$ cat src/source/bus_params.svh
`ifndef BUS_PARAMS_SVH
`define BUS_PARAMS_SVH

//////////////////////////////////////////////////
// Bus widths
//////////////////////////////////////////////////

// Word address
`define BUS_AW 16
// Data word
`define BUS_DW 32
// Byte selects, one per data byte
`define BUS_SW 4

//////////////////////////////////////////////////
// Slave sizes
//////////////////////////////////////////////////

// Block RAM depth as log2 of words
`define MEM_LG 10
`define MEM_WORDS (1 << `MEM_LG)
// Register page depth as log2 of registers
`define IO_LG 2
// External RAM word address
`define EXT_AW 15

//////////////////////////////////////////////////
// Region codes in the top address bits
//////////////////////////////////////////////////

// External RAM needs only the top bit
`define RGN_EXT 1'b1
`define RGN_MEM 2'b01
`define RGN_IO 2'b00

`endif

$ cat src/source/bus_pkg.sv
`include "bus_params.svh"

package bus_pkg;

	// Word address on the bus
	typedef logic [`BUS_AW-1:0] addr_t;
	// One bus word
	typedef logic [`BUS_DW-1:0] data_t;
	// Byte lane selects
	typedef logic [`BUS_SW-1:0] bsel_t;
	// Word address toward the external RAM
	typedef logic [`EXT_AW-1:0] ext_addr_t;
	// Block RAM word index
	typedef logic [`MEM_LG-1:0] mem_idx_t;
	// Register page index
	typedef logic [`IO_LG-1:0] io_idx_t;

	// Request from the bus commander
	typedef struct packed
	{
		logic cyc;
		logic stb;
		logic we;
		addr_t addr;
		data_t data;
		bsel_t bsel;
	} bus_req_t;

	// One strobe per slave, also reused for acks
	typedef struct packed
	{
		logic ext;
		logic mem;
		logic io;
	} slave_stb_t;

	// Local slave answer
	typedef struct packed
	{
		logic ack;
		data_t data;
	} slave_rsp_t;

endpackage

$ cat src/source/bus_decode.sv
`timescale 1ns/1ps
`include "bus_params.svh"

module bus_decode
(
	input logic i_clk,
	input logic i_arst_n,
	input bus_pkg::bus_req_t i_req,
	input logic i_ram_stall,
	output bus_pkg::slave_stb_t o_stb,
	output logic o_stall,
	output logic o_sel_err,
	output bus_pkg::addr_t o_sel_err_addr
);

	// Live request strobe
	logic req_stb;
	// Top two address bits
	logic [1:0] region;
	// Region hits with the unused bits checked
	logic hit_ext;
	logic hit_mem;
	logic hit_io;
	// Strobed address that lands nowhere
	logic miss;

	//////////////////////////////////////////////////
	// Region decode
	//////////////////////////////////////////////////

	assign req_stb = i_req.cyc && i_req.stb;
	assign region = i_req.addr[`BUS_AW-1 -: 2];

	// Top bit alone picks the external RAM
	assign hit_ext = (region[1] == `RGN_EXT);
	// Block RAM, gap bits above the index must be clear
	assign hit_mem = (region == `RGN_MEM) && ~|i_req.addr[`BUS_AW-3:`MEM_LG];
	// Register page, same idea with a tiny index
	assign hit_io = (region == `RGN_IO) && ~|i_req.addr[`BUS_AW-3:`IO_LG];

	assign miss = req_stb && !(hit_ext || hit_mem || hit_io);

	// Per-slave strobes
	assign o_stb = '{
		ext: req_stb && hit_ext,
		mem: req_stb && hit_mem,
		io: req_stb && hit_io
	};

	// Only the external RAM pushes back
	assign o_stall = o_stb.ext && i_ram_stall;

	//////////////////////////////////////////////////
	// Select error capture
	//////////////////////////////////////////////////

	always_ff @(posedge i_clk or negedge i_arst_n)
	begin
		if (!i_arst_n)
			o_sel_err <= 1'b0;
		else
			o_sel_err <= miss;
	end

	// Offending address, held until the next miss
	always_ff @(posedge i_clk)
	begin
		if (miss)
			o_sel_err_addr <= i_req.addr;
	end

	// Disjoint regions
	a_one_stb: assert property (@(posedge i_clk) disable iff (!i_arst_n)
		$onehot0(o_stb));

endmodule

$ cat config.mk
export PLATFORM = sky130hd
export DESIGN_NAME = bus_decode
export DESIGN_NICKNAME = d
export VERILOG_FILES = /design/src/source/bus_pkg.sv /design/src/source/bus_decode.sv
export VERILOG_INCLUDE_DIRS = /design/src /design/src/source
export SDC_FILE = /design/constraint.sdc
export NUM_CORES = 1
export LEC_CHECK = 0
export BUFFER_PORTS_ARGS = -buffer_cell sky130_fd_sc_hd__buf_4
export CORE_MARGIN = 2
export CORE_UTILIZATION = 30
export DETAILED_ROUTE_END_ITERATION = 10
export GPL_TIMING_DRIVEN = 0
export MAX_ROUTING_LAYER = met4
export PLACE_DENSITY = 0.8
export SLEW_MARGIN = 20
export SYNTH_ARGS = -nofsm -noshare
export SYNTH_HDL_FRONTEND = slang
export SYNTH_SLANG_ARGS = --single-unit
$ cat constraint.sdc
create_clock -name i_clk -period 1.8 [get_ports i_clk]
set_input_delay 0.27 -clock i_clk [delete_from_list [all_inputs] [get_ports i_clk]]
set_output_delay 0.27 -clock i_clk [all_outputs]
set_load 0.05 [all_outputs]
Word-level counts from Yosys, hierarchy flattened --
Cells that the tools add are included.
Storage, ports and cells: register bits 17, word-level logic and storage cells 19, bits of input ports 58
Cells by class: equal/unequal tests 1, reductions and logical operators 16
Operator list (number):
- OR reduction 12 bit | 1
- logical AND 1 bit | 8
- OR reduction 4 bit | 1
- zero test 1 bit | 3
- == test 2 x 1 -> 1 bit (second input constant) | 1
- zero test 2 bit | 1
- logical OR 1 bit | 2

Logic depth before layout (Yosys ltp) --
word-level depth 7, depth in mapped cells 3, mapped depth without buffers 3

Worst setup path after synthesis --
No wires, ideal clock.
path type input -> output, start in i_req[47] (netlist name), end out o_stb[0] (netlist name), data arrival time 1405 ps, required time 1530 ps, stages 3, slack 125 ps, cells stage by stage nor4_2 > nor3b_2 > nor3b_2
RTL lines:
- start: declaration | line bus_decode.sv:8 | input bus_pkg::bus_req_t i_req,
- end: declaration | line bus_decode.sv:10 | output bus_pkg::slave_stb_t o_stb,

==> flow_metrics.env <==
export IMPL_p_per_area_mw_per_mm2=881
export IMPL_drc=0
export IMPL_status="finished clean"
export IMPL_drt_iter0_markers=10
export IMPL_netlist_top_cells_area="edfxtp_1, dfrtp_1, nor3b_2"
export IMPL_start_util_pct=31.3
export IMPL_area_growth_pct=62.9
export IMPL_layout_nets=135
export IMPL_synth_ff_type="edfxtp_1"
export IMPL_cp_end_kind="primary output"
export IMPL_synth_most_common_cell="edfxtp_1"
export IMPL_place_gp_congestion=0.652
export IMPL_tightest_slew_ps=627
export IMPL_h_tree_depth=1
export IMPL_syn_nets=88
export IMPL_cp_max_fo=2
export IMPL_synth_seq_cells=17
export IMPL_drt_total_wl_um=1110
export IMPL_hpwl_um=867
export IMPL_async_flop_share_pct=5.88
export IMPL_clk_pin_slew_ps=90
export IMPL_synth_seq_area_share_pct=84.2
export IMPL_synth_cell_types=11
export IMPL_clockRootBuffer="clkbuf_4"
export IMPL_min_period_ps=1550
export IMPL_cts_tree="done"
export IMPL_numPortBuffers=41
export IMPL_drive_gt1_share_pct=63.2
export IMPL_total_power_uw=862
export IMPL_grt_max_degree=18
export IMPL_crit_type="primary input to primary output"
export IMPL_cp_arrival_ps=1280
export IMPL_io_pins=79
export IMPL_viasPerCell=4.29
export IMPL_die_x_um=48.7
export IMPL_drv_slew=0
export IMPL_fp_coreArea_mm2=0.00192
export IMPL_ant_nets=0
export IMPL_cts_resized=0
export IMPL_rsz0062_at_grt="no"
export IMPL_netlist_area_leader_share_pct=80.0
export IMPL_slew_headroom_pct=58.2
export IMPL_dieArea_mm2=0.00238
export IMPL_cp_required_ps=1530
export IMPL_numCtsBuffers=3
export IMPL_grtUsageTotal_pct=10.2
export IMPL_crit_start="i_req[47]"
export IMPL_setup_viol=0
export IMPL_holdCritPathClass="primary input to flop"
export IMPL_synth_common_cells="edfxtp_1, nand2_1, nor3_1, nor3b_2, nor4_1"
export IMPL_ir_drop_v=0.000360
export IMPL_critPathCapture="o_stb[0]"
export IMPL_fmax_ghz=0.644
export IMPL_dr_pass1_iters=4
export IMPL_clock_path_buffers=2
export IMPL_fin_setup_tns_ps=0
export IMPL_netlist_area_um2=601
export IMPL_nFillCells=176
export IMPL_vias=442
export IMPL_grt_pass1_wl_um=1760
export IMPL_die_height_um=48.7
export IMPL_critPathLaunchType="primary input"
export IMPL_rows=16
export IMPL_period_share_pct=86.2
export IMPL_synth_edf_count=16
export IMPL_clock_sinks=17
export IMPL_antenna_found_initial=0
export IMPL_yosysWarnings=0
export IMPL_drt_wirelength_per_cell_um=10.8
export IMPL_first_global_vias=421
export IMPL_hold_viol=0
export IMPL_leakagePower_uw=0.000410
export IMPL_syn_area_per_cell_um2=20.0
export IMPL_synth_largest_area_cell="edfxtp_1"
export IMPL_diodes=0
export IMPL_overflow=0
export IMPL_drv_cap=0
export IMPL_syn_inst=30
worst min-delay path by stage:
stage	from	endpoint	slack, ps	cells past startpoint
after floorplan	i_arst_n	o_sel_err	-30	0
after global placement	i_arst_n	o_sel_err	50	1
after detailed placement	i_arst_n	o_sel_err	50	1
after CTS	i_req[37]	o_sel_err_addr[1]	150	1
after global routing	i_req[37]	o_sel_err_addr[1]	150	1
final	i_req[36]	o_sel_err_addr[0]	160	1
logic make-up after synthesis:
group	synth area share, %
flip-flops	84.2
AND/OR/NAND/NOR	14.6
AO/OA/AOI/OAI	1.25
report_power, final:
group          total [µW]  switching (µW)  internal, µW
combinational         200             133          67.4
sequential            470            6.28           464
clock                 192             106          85.8
repair_timing:
| action | 4_1_cts | 5_1_grt |
|---|---|---|
| buffers inserted | 0 | 0 |
| hold buffers | 1 | 0 |
| hold endpoints to repair | 1 | 0 |
| setup endpoints to repair | 0 | 0 |
critical path, cell delays in order:
cell,delay [ps]
buf_4,120
nor4_2,290
nor3b_2,210
nor3b_2,170
buf_4,210
final cells by class:
type                       count  area, µm²  share of cell area (%)
tap                           27       33.8                    3.45
timing repair buffer          42        318                    32.5
clock buffer                   4       26.3                    2.69
sequential                    17        505                    51.7
multi-input combinational     13       95.1                    9.72
per-stage QoR:
step	util, %	cells	hold slack (ps)	setup slack (ps)	area [µm²]
after global placement	49.0	98	46.1	212	942
after CTS	50.9	103	154	224	978
after floorplan	-	30	-25.6	125	601
final	50.9	103	164	248	978
after detailed placement	49.0	98	47.6	201	942
after global routing	50.9	103	146	150	978
sequential cells by signal, summed over array words and instances (netlist names):
register,flops
o_sel_err,1
o_sel_err_addr,16
layer usage:
| metal | GRT usage [%] | vias to the layer above | share of wire, % |
|---|---|---|---|
| li1 | - | 211 | - |
| met3 | 1.23 | 2 | 6.8 |
| met2 | 18.3 | 25 | 55 |
| met4 | 8.57 | 0 | 1.4 |
| met1 | 9.55 | 204 | 37 |
| met5 | - | - | 0 |
placed cells by master (no fill, tap or decap), drive strengths merged:
master,synthesis,routed
and3,1,1
edfxtp,16,16
a21o,1,1
nor3,2,2
dfrtp,1,1
nand2,2,2
dlygate4sd3,0,1
nor3b,2,2
nor4,3,3
clkbuf,0,4
and2,2,2
buf,0,41
Note: power is estimated with default switching activity, not from simulation.
