[config.mk]
export PLATFORM = sky130hd
export DESIGN_NAME = bus_resp
export DESIGN_NICKNAME = d
export VERILOG_FILES = /design/src/source/bus_pkg.sv /design/src/source/bus_resp.sv
export VERILOG_INCLUDE_DIRS = /design/src /design/src/source
export SDC_FILE = /design/constraint.sdc
export NUM_CORES = 1
export LEC_CHECK = 0
export BUFFER_PORTS_ARGS = -buffer_cell sky130_fd_sc_hd__buf_2
export CELL_PAD_IN_SITES_DETAIL_PLACEMENT = 1
export CELL_PAD_IN_SITES_GLOBAL_PLACEMENT = 1
export CORE_MARGIN = 5
export CORE_UTILIZATION = 24
export DETAILED_ROUTE_END_ITERATION = 10
export PLACE_DENSITY = 0.85
export SYNTH_ARGS = -nofsm -noshare
export SYNTH_HDL_FRONTEND = slang
export SYNTH_SLANG_ARGS = --single-unit
[constraint.sdc]
create_clock -name i_clk -period 0.8 [get_ports i_clk]
set_input_delay 0.08 -clock i_clk [delete_from_list [all_inputs] [get_ports i_clk]]
set_output_delay 0.08 -clock i_clk [all_outputs]
set_load 0.005 [all_outputs]
[src/source/bus_params.svh]
`ifndef BUS_PARAMS_SVH
`define BUS_PARAMS_SVH

//////////////////////////////////////////////////
// Bus widths
//////////////////////////////////////////////////

// Word address
`define BUS_AW 16
// Data word
`define BUS_DW 32
// Byte selects, one per data byte
`define BUS_SW 4

//////////////////////////////////////////////////
// Slave sizes
//////////////////////////////////////////////////

// Block RAM depth as log2 of words
`define MEM_LG 10
`define MEM_WORDS (1 << `MEM_LG)
// Register page depth as log2 of registers
`define IO_LG 2
// External RAM word address
`define EXT_AW 15

//////////////////////////////////////////////////
// Region codes in the top address bits
//////////////////////////////////////////////////

// External RAM needs only the top bit
`define RGN_EXT 1'b1
`define RGN_MEM 2'b01
`define RGN_IO 2'b00

`endif

[src/source/bus_pkg.sv]
`include "bus_params.svh"

package bus_pkg;

	// Word address on the bus
	typedef logic [`BUS_AW-1:0] addr_t;
	// One bus word
	typedef logic [`BUS_DW-1:0] data_t;
	// Byte lane selects
	typedef logic [`BUS_SW-1:0] bsel_t;
	// Word address toward the external RAM
	typedef logic [`EXT_AW-1:0] ext_addr_t;
	// Block RAM word index
	typedef logic [`MEM_LG-1:0] mem_idx_t;
	// Register page index
	typedef logic [`IO_LG-1:0] io_idx_t;

	// Request from the bus commander
	typedef struct packed
	{
		logic cyc;
		logic stb;
		logic we;
		addr_t addr;
		data_t data;
		bsel_t bsel;
	} bus_req_t;

	// One strobe per slave, also reused for acks
	typedef struct packed
	{
		logic ext;
		logic mem;
		logic io;
	} slave_stb_t;

	// Local slave answer
	typedef struct packed
	{
		logic ack;
		data_t data;
	} slave_rsp_t;

endpackage

[src/source/bus_resp.sv]
`timescale 1ns/1ps
`include "bus_params.svh"

module bus_resp
(
	input logic i_clk,
	input logic i_arst_n,
	input logic i_cyc,
	input bus_pkg::slave_rsp_t i_mem_rsp,
	input bus_pkg::slave_rsp_t i_io_rsp,
	input logic i_ram_ack,
	input bus_pkg::data_t i_ram_rdata,
	input logic i_ram_err,
	input logic i_sel_err,
	input bus_pkg::addr_t i_sel_err_addr,
	output logic o_ack,
	output bus_pkg::data_t o_data,
	output logic o_err,
	output bus_pkg::addr_t o_err_addr
);

	// All slave acks side by side
	bus_pkg::slave_stb_t acks;
	// Two or more in one cycle
	logic multi_ack;
	logic ack_q;
	logic err_q;
	bus_pkg::data_t data_q;
	bus_pkg::addr_t err_addr_q;

	assign acks = '{
		ext: i_ram_ack,
		mem: i_mem_rsp.ack,
		io: i_io_rsp.ack
	};

	// Pairwise overlap
	assign multi_ack = (acks.ext && acks.mem)
		|| (acks.ext && acks.io)
		|| (acks.mem && acks.io);

	//////////////////////////////////////////////////
	// Return path
	//////////////////////////////////////////////////

	// Ack only inside a bus cycle
	always_ff @(posedge i_clk or negedge i_arst_n)
	begin
		if (!i_arst_n)
			ack_q <= 1'b0;
		else
			ack_q <= i_cyc && (|acks);
	end

	// External first, then block RAM, then registers
	always_ff @(posedge i_clk)
	begin
		if (acks.ext)
			data_q <= i_ram_rdata;
		else if (acks.mem)
			data_q <= i_mem_rsp.data;
		else
			data_q <= i_io_rsp.data;
	end

	assign o_ack = ack_q;
	assign o_data = data_q;

	//////////////////////////////////////////////////
	// Bus errors
	//////////////////////////////////////////////////

	// Collisions and decode misses
	always_ff @(posedge i_clk or negedge i_arst_n)
	begin
		if (!i_arst_n)
			err_q <= 1'b0;
		else
			err_q <= i_cyc && (multi_ack || i_sel_err);
	end

	// External RAM error goes straight through
	assign o_err = i_cyc && (err_q || i_ram_err);

	// Last decode miss address for the register page
	always_ff @(posedge i_clk or negedge i_arst_n)
	begin
		if (!i_arst_n)
			err_addr_q <= '0;
		else if (i_sel_err)
			err_addr_q <= i_sel_err_addr;
	end

	assign o_err_addr = err_addr_q;

	// No error outside a bus cycle
	a_err_cyc: assert property (@(posedge i_clk) disable iff (!i_arst_n)
		o_err |-> i_cyc);

endmodule

# Word-level counts from Yosys, hierarchy flattened
# Index checks and enable logic that the tools add are counted.
# op_classes
mul,0
muxes,2
n_eq_ne,0
n_lt_le_gt_ge,0
div,0
addsub,0
n_reduce_logical,11
shifts,0
bitwise_logic,0
# ops
operator,n
$mux W32,2
$logic_and A1 B1 Y1,6
$logic_or A1 B1 Y1,4
$reduce_or A3 Y1,1
# totals
elab_cells,17
out_inout_bits,50
mem_bits_ro,0
input_bits,120
latchBits,0
reg_bits,50
ram_bits,0
n_memories,0

# Depth between registers and ports, before layout
# Gate-level depths: netlist of run 1.
# depth
ltp_word,5
mapped_depth,4
ltp_nobuf,2

# Least setup slack after synthesis of run 1
# OpenSTA, ideal clock, no wires.
# synth_path
kind,input to register
start,input port i_mem_rsp[32] (netlist name)
end,register err_q
t_required_ps,681
stages,3
n_path_buf,1
t_arrival_ps,650
setup_ps,119
path_slack_ps,31
cell_sequence,buf_6 > maj3_2 > o21a_1
# synth_between
elab_chain_cells,5
word_cells_on_any_way,6
# synth_lines
element,line_no,text
start: declaration,bus_resp.sv:9,"input bus_pkg::slave_rsp_t i_mem_rsp,"
$logic_and A1 B1 Y1,bus_resp.sv:38,assign multi_ack = (acks.ext && acks.mem)
$logic_or A1 B1 Y1,bus_resp.sv:39,|| (acks.ext && acks.io)
$logic_or A1 B1 Y1 (*),bus_resp.sv:40,|| (acks.mem && acks.io);
$logic_or A1 B1 Y1 (*),bus_resp.sv:79,err_q <= i_cyc && (multi_ack || i_sel_err);
$logic_and A1 B1 Y1 (*),bus_resp.sv:79,
end signal: assignment,bus_resp.sv:79,
end: declaration,bus_resp.sv:27,logic err_q;
# Every way passes the cells marked *; elsewhere a longest branch is shown, timed or not.
# A chain may end at the register's enable or synchronous reset.

# Final worst setup path of run 1
# layout_path
start,register err_q
end,output port o_err
# layout_between
elab_chain_cells,2
# layout_lines
element,line_no,text
$logic_or A1 B1 Y1,bus_resp.sv:83,assign o_err = i_cyc && (err_q || i_ram_err);
$logic_and A1 B1 Y1,bus_resp.sv:83,
end: declaration,bus_resp.sv:18,"output logic o_err,"
# Every way passes these cells.

==> impl_metrics.tcl, run 1 <==
set metrics [dict create \
    status "finished, violations left" \
    violations "setup timing" \
    worstPathCellList "o21a_1 > buf_2" \
    slew_viol_final 0 \
    drive_gt1_share_pct 56.6 \
    clk_root_buffer_cell "clkbuf_8" \
    crit_end "o_err" \
    clock_latency_ns 0.29 \
    clock_path_buffers 2 \
    synth_warnings 0 \
    antennaDiodeCount 0 \
    core_area_um2 8220 \
    cp.required_ns 0.72 \
    setup.worst_path.end_class "output pin" \
    fillers 975 \
    power.density_nw_per_um2 1660 \
    ys_async_sr_fraction_pct 36.0 \
    synth_edf_count 0 \
    ioPinCount 170 \
    instances_no_fill 499 \
    cap_violations 0 \
    yosys.cell_types.count 15 \
    wirelength_mm 7.68 \
    htree_levels 2 \
    place_inst 451 \
    start_util_pct 24.6 \
    place_ws_ns -0.139 \
    fin_worst_skew_ns 0 \
    setup_viol 53 \
    dpl.hpwl_mm 5.52 \
    synthCells 179 \
    wl_per_cell_um 15.4 \
    syn-mean-instance-area_um2 11.3 \
    worstSetupPathDepth 2 \
    hold_viol_final 0 \
    slew_headroom_pct 73.4 \
    grt_max_degree 61 \
    start_kind "flop" \
    gr-total-overflow 0 \
    tns_ns -2.41 \
    utilization_pct 43.6 \
    place_area_um2 3000 \
    netlist.top_cell.by_area "dfxtp_1" \
    ff2ff_path_depth 2 \
    finalCritPeriodShare_pct 134 \
    synth_top_cells_by_count "dfxtp_1, mux2i_1, nand2_1, o21ai_1, dfrtp_1" \
    finalPower_mw 5.95 \
    hold_class "in2reg" \
    synthesis.area_um2 2020 \
    fmax_mhz 934 \
    io_buffers 169 \
    synth_nets 299 \
    worstSetupPathType "reg2out" \
    ant_nets 0 \
    reg2reg_from "o_err_addr[2]" \
    clk_pin_slew_ns 0.09 \
    critPathLaunch "err_q" \
    seq_area_frac_synth_pct 53.9 \
    dieHeight_um 102 \
    crit_fanout 1 \
    critPathSlowestCell "dfrtp_1" \
    numCtsBuffers 5 \
    peakVddDrop_mv 0.677 \
    ys_seq_elements 50 \
    fin_nets 513 \
    viasPerCell 4.36 \
    grt_use_total_pct 14.5 \
    postLayoutCellArea_um2 3580 \
    vias 2174 \
    yosys-top-cells-area "dfxtp_1, dfrtp_1, mux2i_1" \
    synth_top_area_share_pct 31.7 \
    power_leakage_nw 1.84 \
    drt_drc_violations_left 0 \
    grt_pass1_vias 2523 \
    antenna_found_initial 0 \
    worstPathBufferInverterCount 1 \
    cts.sinks 50 \
    timing.hold.ws_ns 0.0127 \
    synth_ff_type "dfxtp_1" \
    tightest_slew_ns 0.399 \
    arrival_ns 0.99 \
    rsz0062_at_grt "yes" \
    setup_ws_ns -0.270 \
    crit_family "flip-flops" \
    die_area_um2 10400 \
    worst_path_largest_cell_delay_ns 0.39 \
    grt_pass1_wl_mm 11.7 \
    cts_tree "yes" \
    place.gp.congestion 0.719 \
    syn2layout_area_growth_pct 77.1 \
    drt_iter0_drc 10 \
    min_period_ns 1.07 \
    rows 33 \
    die_w_um 102 \
    r2r_end "o_err_addr[2]" \
    r2r_slack_ns -0.09 \
    first_pass_iters 4 \
]
## worst register-to-register path, delay by kind of cell (launching register included)
kind / cells / cell delay, ns
flip-flops: 1 / 0.39
multiplexers: 1 / 0.26
buffers and inverters: 1 / 0.14
## worst min-delay path by stage
stage | cells after the start | slack [ns] | to | from
2_1_floorplan | 0 | -0.22 | err_q | i_arst_n
3_3_place_gp | 1 | 0.02 | o_err_addr[14] | i_arst_n
3_5_place_dp | 1 | 0.03 | o_err_addr[6] | i_arst_n
4_1_cts | 2 | 0.001 | o_err_addr[13] | i_sel_err_addr[13]
5_1_grt | 2 | 0.006 | o_err_addr[12] | i_sel_err_addr[12]
6_report | 3 | 0.01 | o_data[27] | i_ram_rdata[27]
## flip-flops by register name, summed over array words and instances (netlist names)
signal / count
o_ack: 1
o_data: 32
o_err_addr: 16
err_q: 1
## power by group
part           internal [mW]  leakage, nW  switching (mW)  total, mW
registers               2.74        0.482          0.0865       2.83
logic                  0.806         1.31           0.511       1.32
clock network          0.931       0.0504           0.866       1.80
total                   4.48         1.84            1.46       5.95
## final cells by class
cell class	count	area [µm²]	area share, %
tap	105	131	3.67
sequential	50	1110	30.9
multi-input combinational	116	823	23.0
clock inverter	3	45.0	1.26
timing repair buffer	220	1410	39.3
clock buffer	5	68.8	1.92
## layer usage
| metal | GRT usage [%] | wire [µm] | vias to the layer above |
|---|---|---|---|
| met5 | 0 | 0 | - |
| met4 | 4.74 | 145 | 0 |
| met3 | 4.37 | 724 | 10 |
| met2 | 28.1 | 4150 | 110 |
| met1 | 14.6 | 2660 | 1016 |
| li1 | - | - | 1038 |
## what timing repair did
action,4_1_cts,5_1_grt
pin swaps,0,0
endpoints found under the setup margin,50,54
buffers inserted,4,1
hold buffers,35,0
hold endpoints to repair,52,0
resized for setup,1,24
## logic make-up (layout without fill, tap and decap cells)
logic type / Yosys count / count (layout) / share of synthesized area, %
simple gates: 32 / 32 / 5.94
flops: 50 / 50 / 53.9
fa+ha+maj: 1 / 1 / 0.557
compound gates: 35 / 35 / 9.09
mux: 48 / 48 / 24.9
buf+inv: 13 / 228 / 5.57
## layout by cell type (no fill, tap or decap)
| cell | instances |
|---|---|
| mux2_2 | 14 |
| buf_4 | 13 |
| o21ai_0 | 3 |
| buf_12 | 2 |
| clkbuf_8 | 5 |
| buf_6 | 11 |
| clkinvlp_4 | 2 |
| dfxtp_2 | 13 |
| dfrtp_1 | 18 |
| buf_2 | 159 |
| dlygate4sd3_1 | 35 |
| mux2_4 | 2 |
| maj3_2 | 1 |
| o21ai_1 | 29 |
| o21a_1 | 2 |
| bufinv_16 | 1 |
| nand2_1 | 32 |
| o31a_1 | 1 |
| mux2i_1 | 32 |
| dfxtp_1 | 19 |
Note: power is estimated with default switching activity, not from simulation.
==> run 2, diff against run 1 <==
--- a/config.mk
+++ b/config.mk
@@ -6,13 +6,14 @@
 export SDC_FILE = /design/constraint.sdc
 export NUM_CORES = 1
 export LEC_CHECK = 0
+export ABC_AREA = 1
 export BUFFER_PORTS_ARGS = -buffer_cell sky130_fd_sc_hd__buf_2
 export CELL_PAD_IN_SITES_DETAIL_PLACEMENT = 1
 export CELL_PAD_IN_SITES_GLOBAL_PLACEMENT = 1
 export CORE_MARGIN = 5
-export CORE_UTILIZATION = 24
+export CORE_UTILIZATION = 23
 export DETAILED_ROUTE_END_ITERATION = 10
-export PLACE_DENSITY = 0.85
+export PLACE_DENSITY = 0.84
 export SYNTH_ARGS = -nofsm -noshare
 export SYNTH_HDL_FRONTEND = slang
 export SYNTH_SLANG_ARGS = --single-unit
==> run 2 against run 1 <==
- the run still ends with setup timing left
- clock power shrank 17%
- worst hold slack gained 0.050 ns
- count of clock-buffer cells in the layout is the same
- sequential share of layout area shrank 4.2 points
- via count grew 40%
- synthesized cell count grew 98%
- wire length grew 39%
- largest cell class unchanged
- highest routed layer unchanged
==> impl_metrics.tcl, run 2 <==
set metrics [dict create \
    clk_root_buffer_cell "clkbuf_8" \
    largest_reg_flops 32 \
    fin_nets 708 \
    slew_viol_final 0 \
    place.gp.congestion 0.727 \
    io_buffers 169 \
    r2r_slack_ns -0.05 \
    tns_ns -2.41 \
    wl_per_cell_um 14.7 \
    synthCells 354 \
    numCtsBuffers 5 \
    drive_gt1_share_pct 38.2 \
    start_kind "flop" \
    grt_max_degree 25 \
    power.share.clock_pct 25.2 \
    seq_area_frac_synth_pct 46.4 \
    layout_common_cells "nand2_1, buf_2, inv_1, dlygate4sd3_1, nand3_1" \
    slew_headroom_pct 73.4 \
    worstSetupPathType "reg2out" \
    tightest_slew_ns 0.398 \
    power.density_nw_per_um2 1420 \
    dieHeight_um 111 \
    ant_nets 0 \
    power_leakage_nw 2.53 \
    rsz0062_at_grt "yes" \
    antenna_found_initial 0 \
    setup.worst_path.end_class "output pin" \
    rows 37 \
    gr-total-overflow 0 \
    grt_use_total_pct 16.7 \
    crit_fanout 1 \
    violations "setup timing" \
    finalCritPeriodShare_pct 132 \
    place_ws_ns -0.000341 \
    dpl.hpwl_mm 6.80 \
    die_area_um2 12400 \
    synth_top_cells_by_count "nand2_1, inv_1, dfxtp_1, nand3_1, dfrtp_1" \
    wirelength_mm 10.7 \
    htree_levels 2 \
    ys_seq_elements 50 \
    syn-mean-instance-area_um2 6.65 \
    first_pass_iters 4 \
    fillers 1278 \
    synth_top_area_share_pct 28.9 \
    clk_pin_slew_ns 0.10 \
    vias 3034 \
    cap_violations 0 \
    cts_tree "yes" \
    start_util_pct 23.2 \
    ys_async_sr_fraction_pct 36.0 \
    synth_warnings 0 \
    clock_latency_ns 0.29 \
    hold_class "in2reg" \
    synth_nets 474 \
    fmax_mhz 948 \
    drt_drc_violations_left 0 \
    final_common_cell "nand2_1" \
    utilization_pct 41.2 \
    power_frac_comb_pct 26.8 \
    arrival_ns 0.97 \
    grt_pass1_wl_mm 16.8 \
    yosys-top-cells-area "nand2_1, dfxtp_1, dfrtp_1" \
    p_seq_share_pct 47.9 \
    final-seq-area_um2 1110 \
    setup_viol 53 \
    netlist.top_cell.by_area "nand2_1" \
    antennaDiodeCount 0 \
    internal_power_mw 4.25 \
    place_area_um2 3380 \
    switchingPower_mw 1.68 \
    setup_ws_ns -0.254 \
    min_period_ns 1.05 \
    postLayoutCellArea_um2 4170 \
    cts.sinks 50 \
    viasPerCell 4.18 \
    fin_worst_skew_ns 0 \
    core_area_um2 10100 \
    peakVddDrop_mv 0.845 \
    clock_path_buffers 2 \
    synth_ff_type "dfxtp_1" \
    p_sw_share_pct 28.3 \
    synthesis.area_um2 2350 \
    finalPower_mw 5.92 \
    ioPinCount 170 \
    yosysMostFrequentCell "nand2_1" \
    hold_viol_final 0 \
    cp.required_ns 0.72 \
    die_w_um 111 \
    grt_pass1_vias 3467 \
    yosys.cell_types.count 11 \
    synth_edf_count 0 \
    status "finished, violations left" \
    multi_input_area_um2 866 \
    syn2layout_area_growth_pct 77.4 \
    drt_iter0_drc 113 \
]
[run 2: metrics by stage]
stage	hold WS, ns	std cells
floorplan	-0.216	354
global placement	0.0217	654
detailed placement	0.0328	654
CTS	0.00237	716
global route	0.0608	725
finish	0.0627	725
[run 2: power groups by stage]
stage               Combinational [mW]  Clock [mW]  Sequential [mW]
finish                            1.59        1.49             2.84
global route                      1.76        1.73             2.86
CTS                               1.46        1.60             2.82
detailed placement                1.22           0             2.87
global placement                  1.17           0             2.85
floorplan                        0.486           0             2.88
[run 2: critical path: stages, from the launching register on]
cell	delay, ns
dfrtp_1	0.39
nor2_1	0.11
nor2_1	0.06
buf_2	0.12
[run 2: timing repair]
item	CTS	global route
resized for setup	12	21
hold endpoints to repair	65	1
endpoints found under the setup margin	50	50
buffers inserted	6	8
hold buffers	48	1
[run 2: worst paths after layout]
path | start | end | cells past startpoint
max in group asynchronous | i_arst_n | o_err_addr[5] | 2
min | i_io_rsp[32] | o_ack | 3
max | err_q | o_err | 3
min reg2reg | o_err_addr[11] | o_err_addr[11] | 2
max reg2reg | o_err_addr[8] | o_err_addr[8] | 4
min in group asynchronous | i_arst_n | o_err_addr[9] | 2
[run 2: per-layer routing]
| layer | track usage, % | wire [µm] | vias up | part of all wire, % |
|---|---|---|---|---|
| met2 | 32.0 | 5630 | 145 | 53 |
| li1 | - | - | 1481 | - |
| met1 | 16.2 | 3760 | 1372 | 35 |
| met3 | 5.57 | 860 | 36 | 8.1 |
| met5 | 0 | 0 | - | 0 |
| met4 | 7.22 | 409 | 0 | 3.8 |
[run 2: cell type report]
type | instances | area share (%)
repair buffers | 244 | 40.2
flip-flops and latches | 50 | 26.7
inverters | 68 | 6.12
well taps | 136 | 4.08
multi-input cells | 219 | 20.7
clock buffers | 5 | 1.65
clock inverters | 3 | 0.510
[run 2: cell families (layout without fill, tap and decap cells)]
logic type / count (synthesis) / after routing / synth area share, %
flip-flops: 50 / 50 / 46.4
buffers and inverters: 85 / 320 / 17.0
AND/OR/NAND/NOR: 218 / 218 / 36.5
AO/OA/AOI/OAI: 1 / 1 / 0.212
