===== src/source/bus_params.svh =====
`ifndef BUS_PARAMS_SVH
`define BUS_PARAMS_SVH

//////////////////////////////////////////////////
// Bus widths
//////////////////////////////////////////////////

// Word address
`define BUS_AW 16
// Data word
`define BUS_DW 32
// Byte selects, one per data byte
`define BUS_SW 4

//////////////////////////////////////////////////
// Slave sizes
//////////////////////////////////////////////////

// Block RAM depth as log2 of words
`define MEM_LG 10
`define MEM_WORDS (1 << `MEM_LG)
// Register page depth as log2 of registers
`define IO_LG 2
// External RAM word address
`define EXT_AW 15

//////////////////////////////////////////////////
// Region codes in the top address bits
//////////////////////////////////////////////////

// External RAM needs only the top bit
`define RGN_EXT 1'b1
`define RGN_MEM 2'b01
`define RGN_IO 2'b00

`endif


===== src/source/bus_pkg.sv =====
`include "bus_params.svh"

package bus_pkg;

	// Word address on the bus
	typedef logic [`BUS_AW-1:0] addr_t;
	// One bus word
	typedef logic [`BUS_DW-1:0] data_t;
	// Byte lane selects
	typedef logic [`BUS_SW-1:0] bsel_t;
	// Word address toward the external RAM
	typedef logic [`EXT_AW-1:0] ext_addr_t;
	// Block RAM word index
	typedef logic [`MEM_LG-1:0] mem_idx_t;
	// Register page index
	typedef logic [`IO_LG-1:0] io_idx_t;

	// Request from the bus commander
	typedef struct packed
	{
		logic cyc;
		logic stb;
		logic we;
		addr_t addr;
		data_t data;
		bsel_t bsel;
	} bus_req_t;

	// One strobe per slave, also reused for acks
	typedef struct packed
	{
		logic ext;
		logic mem;
		logic io;
	} slave_stb_t;

	// Local slave answer
	typedef struct packed
	{
		logic ack;
		data_t data;
	} slave_rsp_t;

endpackage


===== src/source/io_regs.sv =====
`timescale 1ns/1ps
`include "bus_params.svh"

module io_regs
(
	input logic i_clk,
	input logic i_arst_n,
	input bus_pkg::bus_req_t i_req,
	input logic i_stb,
	input logic [3:0] i_sw,
	input bus_pkg::addr_t i_err_addr,
	output logic [3:0] o_led,
	output bus_pkg::slave_rsp_t o_rsp
);

	// Register map
	localparam bus_pkg::io_idx_t IDX_SW = 2'd0;
	localparam bus_pkg::io_idx_t IDX_LED = 2'd1;
	localparam bus_pkg::io_idx_t IDX_ERR = 2'd2;
	localparam bus_pkg::io_idx_t IDX_SCR = 2'd3;

	bus_pkg::io_idx_t idx;
	// Writable registers
	bus_pkg::data_t led_q;
	bus_pkg::data_t scratch_q;
	// Read mux and registered answer
	bus_pkg::data_t rd_mux;
	bus_pkg::data_t rdata_q;
	logic ack_q;
	logic wr;

	assign idx = i_req.addr[`IO_LG-1:0];
	assign wr = i_stb && i_req.we;

	//////////////////////////////////////////////////
	// Writable registers
	//////////////////////////////////////////////////

	// Full word writes, byte selects ignored
	always_ff @(posedge i_clk or negedge i_arst_n)
	begin
		if (!i_arst_n)
		begin
			led_q <= '0;
			scratch_q <= '0;
		end
		else if (wr)
		begin
			if (idx == IDX_LED)
				led_q <= i_req.data;
			if (idx == IDX_SCR)
				scratch_q <= i_req.data;
		end
	end

	// Only the low nibble reaches the board
	assign o_led = led_q[3:0];

	//////////////////////////////////////////////////
	// Read side
	//////////////////////////////////////////////////

	always_comb
	begin
		case (idx)
			IDX_SW: rd_mux = bus_pkg::data_t'(i_sw);
			IDX_LED: rd_mux = led_q;
			IDX_ERR: rd_mux = bus_pkg::data_t'(i_err_addr);
			default: rd_mux = scratch_q;
		endcase
	end

	always_ff @(posedge i_clk)
	begin
		if (i_stb)
			rdata_q <= rd_mux;
	end

	// Answer one edge after the strobe
	always_ff @(posedge i_clk or negedge i_arst_n)
	begin
		if (!i_arst_n)
			ack_q <= 1'b0;
		else
			ack_q <= i_stb;
	end

	assign o_rsp = '{ack: ack_q, data: rdata_q};

endmodule

===== config.mk =====
export PLATFORM = sky130hd
export DESIGN_NAME = io_regs
export DESIGN_NICKNAME = d
export VERILOG_FILES = /design/src/source/bus_pkg.sv /design/src/source/io_regs.sv
export VERILOG_INCLUDE_DIRS = /design/src /design/src/source
export SDC_FILE = /design/constraint.sdc
export NUM_CORES = 1
export LEC_CHECK = 0
export BUFFER_PORTS_ARGS = -buffer_cell sky130_fd_sc_hd__clkbuf_2
export CORE_MARGIN = 1
export CORE_UTILIZATION = 45
export CTS_CLUSTER_DIAMETER = 200
export DETAILED_ROUTE_END_ITERATION = 8
export PLACE_DENSITY = 0.75
export SLEW_MARGIN = 20
export SYNTH_ARGS = -nofsm -noshare
export SYNTH_HDL_FRONTEND = slang
export SYNTH_SLANG_ARGS = --single-unit

===== constraint.sdc =====
create_clock -name i_clk -period 1.5 [get_ports i_clk]
set_clock_uncertainty 0.2 [all_clocks]
set_input_delay 0.45 -clock i_clk [delete_from_list [all_inputs] [get_ports i_clk]]
set_output_delay 0.45 -clock i_clk [all_outputs]
set_load 0.005 [all_outputs]

; ---- Yosys cells after proc, flatten, opt, wreduce, memory -nomap -nowiden
; Cells that the tools add are included.
[totals]
output_inout_bits = 37
mem_bits_ro = 0
in_bits = 78
word_cells = 12
latchBits = 0
ff_bits = 97
ramBits = 0
mem_count = 0
[classes]
mul = 0
n_addsub = 0
n_eq_ne = 3
n_mux = 1
n_reduce_logical = 4
order_cmp = 0
shift = 0
bitwise = 0
n_div = 0
[op_table]
columns = op, count
row1 = $pmux W32 S3, 1
row2 = $eq A2 B2 Y1 const B, 2
row3 = $reduce_and A2 Y1, 2
row4 = $eq A2 B1 Y1 const B, 1
row5 = $logic_not A2 Y1, 1
row6 = $logic_and A1 B1 Y1, 1

; ---- Logic depth before layout (Yosys ltp)
; Gate-level depths: netlist (run 1).
[logic_depth]
ltp_word = 2
ltp_mapped = 4
mapped_depth_nobuf = 2

; ---- Worst setup path before layout (run 1)
; OpenSTA, ideal clock, no wires.
[synth_path]
path_type = input port to flip-flop
from = in i_req[36] (netlist name)
to = reg rdata_q[12], data pin
path_slack_ns = -0.244
required_time_ns = 1.044
setup_time_ns = 0.256
stages = 4
t_arrival_ns = 1.288
path_buffers = 2
cell_sequence = buf_4 > buf_2 > mux2_2 > a22o_1
[synth_between]
elab_chain_cells = 2
word_cells_on_any_way = 4
cone_classes = eq/ne (2) / mux (1) / reduce/logical (1)
[synth_rtl]
columns = element, line_no
row1 = start: declaration, io_regs.sv:8  ; input bus_pkg::bus_req_t i_req,
row2 = "$eq A2 B2 Y1, or another cell as far along", io_regs.sv:65  ; case (idx)
row3 = $pmux W32 S3 *, io_regs.sv:65
row4 = net rd_mux[12], io_regs.sv:27  ; bus_pkg::data_t rd_mux;
row5 = end signal: assignment, io_regs.sv:76  ; rdata_q <= rd_mux;
row6 = end: declaration, io_regs.sv:28  ; bus_pkg::data_t rdata_q;
; The timed path passes the listed nets; every way through them passes the cells marked *.
; A chain may end at the register's enable or synchronous reset.

; ---- Worst setup path after layout (run 1)
[layout_path]
from = reg rdata_q[30]
to = out o_rsp[30] (netlist name)
[layout_rtl]
columns = element, line_no
row1 = end: declaration, io_regs.sv:13  ; output bus_pkg::slave_rsp_t o_rsp
; No word-level cell between the ends.

==> out/qor.yml, run 1 <==
clock_network:
  cts_max_level: 3
  cts_tree: "yes"
  clk_pin_slew_ns: 0.10
  clk_latency_ns: 0.37
  cts_made_buffers: 9
  cts_sinks: 97
  cts_root_buffer: "clkbuf_8"
  cts_buffer_depth: 2
place:
  place_area_um2: 4850
  dp_hpwl_mm: 5.76
  preCtsSetupSlack_ns: -0.505
  port_buffers: 94
  gp_congestion: 0.715
layout:
  final_common_cell: "clkbuf_2"
  drive_above_1_share_pct: 59.1
  multi_input_area_um2: 1480
  finish.utilization_pct: 57.2
  synthToLayoutAreaGrowth_pct: 20.4
  mostFrequentLayoutCells: "clkbuf_2, dfrtp_1, mux2_2"
  regArea_um2: 2590
  diodes: 0
  nNetsFinal: 430
  fillCellCount: 705
  stdcell_area_um2: 5090
logic_synthesis:
  ys_seq_area_share_pct: 61.2
  synthMuxAreaShare_pct: 28.8
  synth_top_family_by_area: "multiplexers"
  synth-seq-cells: 97
  syn_nets: 322
  synthTopCellsByArea: "dfrtp_1, edfxtp_1, mux2_2, mux2_4, mux2i_1"
  yosys_warnings: 0
  ys_types: 15
  synth_cells: 244
  synthXorXnorAreaFrac_pct: 0
  synthAdderAreaFrac_pct: 0
  postSynthAreaPerCell_um2: 17.3
  synth_top_area_share_pct: 38.5
  synth_area_um2: 4230
  yosys.area_share.simple_pct: 3.58
  synth_compound_area_share_pct: 2.49
  synth_top_cell_by_area: "dfrtp_1"
sta:
  min_period_ns: 1.54
  rsz0062_at_grt: "yes"
  drv_slew: 0
  period_share_pct: 103
  hold_viol_final: 0
  relSlewSlack_pct: 64.5
  layout_setup_ws_ns: -0.0411
  setup_tns_ns: -0.393
  worstMarginPinSlew_ns: 0.530
  timing.fmax_ghz: 0.649
  setup_viol: 24
setup_path:
  cp_cell_sequence: "clkbuf_2"
  arrival_ns: 0.89
  timing.rr.start: "led_q[3]$_DFFE_PN0P_"
  crit_buf_inv: 1
  critPathKind: "reg2out"
  crit_slowest_cell: "edfxtp_1"
  reg2reg_to: "rdata_q[3]$_DFFE_PP_"
  cp_data_required_time_ns: 0.85
  max_stage_delay_ns: 0.41
  r2r_slack_ns: 0.07
  r2r.worst_path.cells: 2
  start_kind: "flop"
  path_max_fanout: 1
  cpLargestDelayFamily: "flip-flops"
  worstSetupEndpointType: "primary output"
global_routing:
  grt_first_pass_wirelength_mm: 13.5
  overflow: 0
  grt_usage_pct: 18.5
  antenna_found_initial: 0
  grt_max_degree: 66
  grt_pass1_vias: 2650
min_path:
  min_to: "led_q[7]$_DFFE_PN0P_"
  min_path_type: "in2reg"
  worstHoldPathCells: 2
  hold_start: "i_req[11]"
floorplanning:
  die_w_um: 98.9
  die_y_um: 98.9
  fp-row-count: 34
  die_area_um2: 9780
  start_util_pct: 47.5
  core_area_um2: 8890
  io_pins: 115
power:
  power_mw: 6.32
  switchingPower_mw: 1.55
  p_int_mw: 4.77
  ir_drop_mv: 0.568
  power_leakage_nw: 2.43
  netSwitchingFraction_pct: 24.5
  p_clk_share_pct: 26.9
  p_per_area_nw_per_um2: 1240
  pwr-share-seq_pct: 55.0
  p_comb_share_pct: 18.2
route:
  firstDrtPassIters: 4
  remaining_drc_errors: 0
  dr.first_iter.drc_count: 96
  wire_per_inst_um: 17.8
  vias: 2409
  postRouteWirelength_mm: 8.30
  drtAntennaViolNets: 0
  viasPerCell: 5.18
status:
  failed_checks: "setup timing"
  status: "finished with violations"
job:
  drv_cap: 0
[kinds of logic after synthesis]
group                  count (synthesis)
multiplexers                          96
flip-flops                            97
buffers and inverters                 20
AND/OR/NAND/NOR                       19
AO/OA/AOI/OAI                         12
[per-layer routing]
metal  GRT usage [%]  wire [um]  vias to the layer above
met5               0          0                        -
met4            6.54         96                        0
met3            4.96        467                       10
met2            32.1       4220                       62
met1            22.2       3520                     1234
li1                -          -                     1103
[power by group through the flow]
stage	logic, mW	clock network [mW]	registers [mW]
floorplan	0.780	0	3.47
global placement	1.07	0	3.51
detailed placement	1.12	0	3.53
CTS	1.17	1.73	3.47
global route	1.26	1.85	3.53
finish	1.15	1.70	3.47
[stage by stage]
stage          std cells  hold slack, ns
4_1_cts              465           0.114
2_1_floorplan        244         -0.0456
6_report             465           0.126
5_1_grt              465           0.121
3_3_place_gp         444           0.274
3_5_place_dp         444           0.287
[how the worst max path moves through the flow]
stage	slack (ns)	end	start	cells past startpoint
floorplan	-0.13	rdata_q[0]$_DFFE_PP_	i_req[36]	3
global placement	-0.43	rdata_q[8]$_DFFE_PP_	i_req[36]	3
detailed placement	-0.51	rdata_q[6]$_DFFE_PP_	i_req[36]	3
CTS	-0.07	o_rsp[30]	rdata_q[30]$_DFFE_PP_	1
global route	-0.08	o_rsp[30]	rdata_q[30]$_DFFE_PP_	1
finish	-0.04	o_rsp[30]	rdata_q[30]$_DFFE_PP_	1
[what timing repair did]
| action | 4_1_cts | 5_1_grt |
|---|---|---|
| endpoints found under the setup margin | 47 | 37 |
| endpoints found under the hold margin | 65 | 0 |
| setup buffers | 4 | 0 |
| hold buffers | 1 | 0 |
| gates resized for setup | 1 | 0 |
[cell usage after synthesis, drive strengths merged]
library cell,instances
mux2,76
dfrtp,65
edfxtp,32
buf,19
nor2b,17
mux2i,16
a22o,12
mux4,4
clkbuf,1
nand4,1
nand4b,1
[flip-flops by register name, summed over array words and instances, names as in the netlist]
register and cells:
ack_q 1, led_q 32, rdata_q 32, scratch_q 32
[cell type report]
type                       count  share of cell area, %
sequential                    97                   50.8
clock inverter                 6                   1.30
timing repair buffer         117                   13.7
tap                          108                   2.65
clock buffer                  10                   2.51
multi-input combinational    127                   29.0
(Power assumes the default switching activity.)
==> inputs of run 2 (changes only) <==
--- a/config.mk
+++ b/config.mk
@@ -11,7 +11,8 @@
 export CORE_UTILIZATION = 45
 export CTS_CLUSTER_DIAMETER = 200
 export DETAILED_ROUTE_END_ITERATION = 8
-export PLACE_DENSITY = 0.75
+export PLACE_DENSITY = 0.7
+export SKIP_CTS_REPAIR_TIMING = 1
 export SLEW_MARGIN = 20
 export SYNTH_ARGS = -nofsm -noshare
 export SYNTH_HDL_FRONTEND = slang
==> out/qor.yml, run 2 (same netlist as run 1, synthesis figures left out) <==
layout:
  mostFrequentLayoutCells: "clkbuf_2, dfrtp_1, mux2_2"
  regArea_um2: 2590  # unchanged
  reg_top3: "led_q: 32 flops, rdata_q: 32 flops, scratch_q: 32 flops"
  stdcell_count: 461  # -0.86%
  final_common_cell: "clkbuf_2"
  stdcell_area_um2: 5130  # +0.86%
  fillCellCount: 703  # -0.28%
  finish.utilization_pct: 57.7  # +0.49 points
  nNetsFinal: 426  # -0.93%
  multi_input_area_um2: 1480  # unchanged
  drive_above_1_share_pct: 59.2  # +0.10 points
  diodes: 0  # unchanged
  synthToLayoutAreaGrowth_pct: 21.5
setup_path:
  crit_buf_inv: 1  # unchanged
  worstSetupEndpointType: "primary output"
  arrival_ns: 0.91  # +0.02 ns
  critPathKind: "reg2out"
  cpLargestDelayFamily: "flip-flops"
  cp_data_required_time_ns: 0.85  # about the same
  path_max_fanout: 3  # +2
  r2r.worst_path.cells: 2  # unchanged
  reg2reg_to: "rdata_q[1]$_DFFE_PP_"
  crit_slowest_cell: "dfrtp_1"
  r2r_slack_ns: 0.08  # about the same
  cp_cell_sequence: "clkbuf_2"
  start_kind: "flop"
  max_stage_delay_ns: 0.42  # about the same
  crit_start: "led_q[0]$_DFFE_PN0P_"
  crit_end: "o_led[0]"
  critical_path_depth: 1  # unchanged
  timing.rr.start: "led_q[1]$_DFFE_PN0P_"
sta:
  setup_viol: 24  # unchanged
  min_period_ns: 1.56  # +0.0170 ns
  hold_viol_final: 0  # unchanged
  drv_slew: 0  # unchanged
  layout_setup_ws_ns: -0.0581  # -0.0170 ns
  timing.fmax_ghz: 0.642  # -1.1%
  rsz0062_at_grt: "yes"
  relSlewSlack_pct: 63.8  # -0.75 points
  worstMarginPinSlew_ns: 0.541  # +0.0112 ns
  holdWs_ns: 0.109  # -0.0168 ns
  period_share_pct: 104  # +1.1 points
  setup_tns_ns: -0.373  # +0.0207 ns
global_routing:
  grt_usage_pct: 18.1  # -0.42 points
  grt_max_degree: 32  # -52%
  overflow: 0  # unchanged
  grt_pass1_vias: 2510  # -5.3%
  grt_first_pass_wirelength_mm: 13.2  # -2.3%
  antenna_found_initial: 0  # unchanged
place:
  preCtsSetupSlack_ns: -0.447  # +0.0583 ns
  port_buffers: 94  # unchanged
  gp_congestion: 0.695  # -2.7%
  dp_hpwl_mm: 5.63  # -2.3%
  place_inst: 441  # -0.68%
  place_area_um2: 4860  # about the same
route:
  postRouteWirelength_mm: 8.27  # -0.31%
  wire_per_inst_um: 17.9  # +0.55%
  remaining_drc_errors: 0  # unchanged
  vias: 2406  # -0.12%
  firstDrtPassIters: 4  # unchanged
  dr.first_iter.drc_count: 58  # -40%
  drtAntennaViolNets: 0  # unchanged
  viasPerCell: 5.22  # +0.74%
status:
  failed_checks: "setup timing"
  status: "finished with violations"
min_path:
  min_path_type: "in2reg"
clock_network:
  cts_made_buffers: 9  # unchanged
  cts_max_level: 3  # unchanged
  cts_root_buffer: "clkbuf_8"
  cts_tree: "yes"
  clk_pin_slew_ns: 0.09  # about the same
  clk_latency_ns: 0.36  # about the same
  cts_buffer_depth: 2  # unchanged
  cts_sinks: 97  # unchanged
power:
  p_per_area_nw_per_um2: 1290  # +4.2%
  ir_drop_mv: 0.616  # +8.5%
  power_leakage_nw: 2.44  # +0.75%
  power_mw: 6.64  # +5.1%
floorplanning:
  die_w_um: 98.9  # unchanged
  core_area_um2: 8890  # unchanged
  io_pins: 115  # unchanged
  start_util_pct: 47.5  # unchanged
  fp-row-count: 34  # unchanged
  die_area_um2: 9780  # unchanged
  die_y_um: 98.9  # unchanged
job:
  drv_cap: 0  # unchanged
[run 2: changes by cell type in the layout (fill, tap and decap cells not counted), sizes merged]
| cell | before | now |
|---|---|---|
| buf | 23 | 19 |
| bufinv | 1 | 3 |
| clkbuf | 103 | 102 |
| clkinv | 1 | 2 |
| inv | 2 | 0 |
[run 2: final cells by class]
class / count / share of cell area, %
flip-flops and latches: 97 / 50.4
clock inverters: 7 / 2.32
multi-input cells: 127 / 28.8
clock buffers: 9 / 2.41
well taps: 108 / 2.63
repair buffers: 113 / 13.5
[run 2: metal layers]
| layer | vias to the layer above | routed length (um) | part of all wire (%) | GRT usage [%] |
|---|---|---|---|---|
| met5 | - | 0 | 0 | 0 |
| met4 | 0 | 135 | 1.6 | 6.66 |
| met3 | 11 | 543 | 6.6 | 5.04 |
| met2 | 77 | 3710 | 45 | 27.9 |
| met1 | 1220 | 3890 | 47 | 24.5 |
| li1 | 1098 | - | - | - |
[run 2: how the worst min path moves through the flow]
stage                     cells past startpoint       from                   endpoint
after floorplan                               0   i_arst_n            ack_q$_DFF_PN0_
after global placement                        1   i_arst_n       led_q[1]$_DFFE_PN0P_
after detailed placement                      1   i_arst_n       led_q[1]$_DFFE_PN0P_
after CTS                                     1   i_arst_n  scratch_q[10]$_DFFE_PN0P_
after global routing                          2  i_req[27]  scratch_q[23]$_DFFE_PN0P_
final                                         2  i_req[27]  scratch_q[23]$_DFFE_PN0P_
[run 2: power by group]
part | internal [mW] | total [mW] | switching (mW)
logic | 0.734 | 1.13 | 0.399
clock network | 1.11 | 2.03 | 0.920
registers | 3.25 | 3.48 | 0.230
==> inputs of run 3 (changes only) <==
--- a/config.mk
+++ b/config.mk
@@ -6,7 +6,7 @@
 export SDC_FILE = /design/constraint.sdc
 export NUM_CORES = 1
 export LEC_CHECK = 0
-export BUFFER_PORTS_ARGS = -buffer_cell sky130_fd_sc_hd__clkbuf_2
+export BUFFER_PORTS_ARGS = -buffer_cell sky130_fd_sc_hd__buf_2
 export CORE_MARGIN = 1
 export CORE_UTILIZATION = 45
 export CTS_CLUSTER_DIAMETER = 200
==> out/qor.yml, run 3 (same netlist as run 1, synthesis figures left out) <==
power:
  power_leakage_nw: 2.41  # -1.3%
  power_mw: 6.44  # -3.0%
  p_per_area_nw_per_um2: 1260  # -2.4%
  ir_drop_mv: 0.529  # -14%
global_routing:
  grt_max_degree: 66  # +110%
  overflow: 0  # unchanged
  grt_pass1_vias: 2445  # -2.6%
  antenna_found_initial: 0  # unchanged
  grt_first_pass_wirelength_mm: 12.9  # -2.6%
  grt_usage_pct: 17.7  # -0.37 points
clock_network:
  clk_pin_slew_ns: 0.10  # about the same
  cts_buffer_depth: 2  # unchanged
  clk_latency_ns: 0.35  # about the same
  cts_tree: "yes"
  cts_sinks: 97  # unchanged
  cts_root_buffer: "clkbuf_8"
  cts_max_level: 3  # unchanged
  cts_made_buffers: 9  # unchanged
setup_path:
  crit_slowest_cell: "edfxtp_1"
  critPathKind: "reg2out"
  start_kind: "flop"
  max_stage_delay_ns: 0.40  # -0.02 ns
  cpLargestDelayFamily: "flip-flops"
  cp_data_required_time_ns: 0.85  # about the same
  arrival_ns: 0.90  # about the same
  path_max_fanout: 1  # -2
  crit_start: "rdata_q[12]$_DFFE_PP_"
  worstSetupEndpointType: "primary output"
  cp_cell_sequence: "buf_2"
  timing.rr.start: "led_q[0]$_DFFE_PN0P_"
  crit_buf_inv: 1  # unchanged
sta:
  rsz0062_at_grt: "yes"
  period_share_pct: 103  # -0.43 points
  setup_viol: 26  # +8.3%
  layout_setup_ws_ns: -0.0517  # +0.00638 ns
  drv_slew: 0  # unchanged
  timing.fmax_ghz: 0.644  # +0.41%
  worstMarginPinSlew_ns: 0.565  # +0.0241 ns
  relSlewSlack_pct: 62.2  # -1.6 points
  min_period_ns: 1.55  # -0.00638 ns
  hold_viol_final: 0  # unchanged
layout:
  regArea_um2: 2590  # unchanged
  drive_above_1_share_pct: 58.8  # -0.40 points
  fillCellCount: 700  # -0.43%
  reg_top3: "led_q: 32 flops, rdata_q: 32 flops, scratch_q: 32 flops"
  mostFrequentLayoutCells: "buf_2, dfrtp_1, mux2_2"
  diodes: 0  # unchanged
  synthToLayoutAreaGrowth_pct: 20.7
  stdcell_count: 460  # -0.22%
  final_common_cell: "buf_2"
  nNetsFinal: 425  # -0.23%
  multi_input_area_um2: 1480  # unchanged
floorplanning:
  die_y_um: 98.9  # unchanged
  start_util_pct: 47.5  # unchanged
  fp-row-count: 34  # unchanged
  io_pins: 115  # unchanged
  core_area_um2: 8890  # unchanged
  die_area_um2: 9780  # unchanged
  die_w_um: 98.9  # unchanged
min_path:
  min_path_type: "in2reg"
  hold_start: "i_req[8]"
route:
  firstDrtPassIters: 4  # unchanged
  wire_per_inst_um: 17.6  # -1.7%
  drtAntennaViolNets: 0  # unchanged
  postRouteWirelength_mm: 8.12  # -1.9%
  vias: 2383  # -0.96%
  viasPerCell: 5.18  # -0.74%
  dr.first_iter.drc_count: 65  # +12%
  remaining_drc_errors: 0  # unchanged
job:
  drv_cap: 0  # unchanged
status:
  failed_checks: "setup timing"
  status: "finished with violations"
place:
  gp_congestion: 0.703  # +1.2%
  port_buffers: 94  # unchanged
  place_inst: 441  # unchanged
  dp_hpwl_mm: 5.41  # -3.8%
## run 3: area by class of cell
cell class / instances / area share (%)
Sequential cell: 97 / 50.7
Multi-Input combinational cell: 127 / 29.0
Tap cell: 108 / 2.65
Timing Repair Buffer: 112 / 13.4
Clock inverter: 7 / 1.86
Clock buffer: 9 / 2.43
## run 3: per-stage QoR
stage / instance area (um^2) / hold WS (ns) / setup TNS (ns) / utilization, % / setup slack (ns)
after floorplan: 4270 / -0.0456 / -3.77 / - / -0.132
after global placement: 4860 / 0.275 / -23.38 / 54.6 / -0.397
after detailed placement: 4860 / 0.291 / -23.41 / 54.6 / -0.408
after CTS: 5070 / -0.0908 / -1.72 / 57.1 / -0.0827
after global routing: 5100 / 0.110 / -2.30 / 57.4 / -0.106
final: 5100 / 0.132 / -0.507 / 57.4 / -0.0517
## run 3: path summary, 6_finish.rpt
path	end	slack, ns	cells past startpoint
max in group asynchronous	scratch_q[3]$_DFFE_PN0P_	0.35	3
setup reg to reg	rdata_q[0]$_DFFE_PP_	0.08	2
hold reg to reg	scratch_q[19]$_DFFE_PN0P_	0.31	1
min in group asynchronous	ack_q$_DFF_PN0_	0.41	3
hold / removal	led_q[4]$_DFFE_PN0P_	0.13	2
setup / recovery	o_rsp[12]	-0.05	1
## run 3: power breakdown
part	leakage [nW]	total, mW	switching, mW	internal, mW
Combinational	1.21	1.12	0.397	0.727
Sequential	1.10	3.47	0.226	3.25
Clock	0.0991	1.84	0.905	0.936
## run 3: metal layers
metal	track usage (%)	vias up	share of wire (%)
met5	0	-	0
met4	5.51	0	0.99
met3	5.39	7	6.6
met2	26.7	72	45
met1	24.8	1208	47
li1	-	1096	-
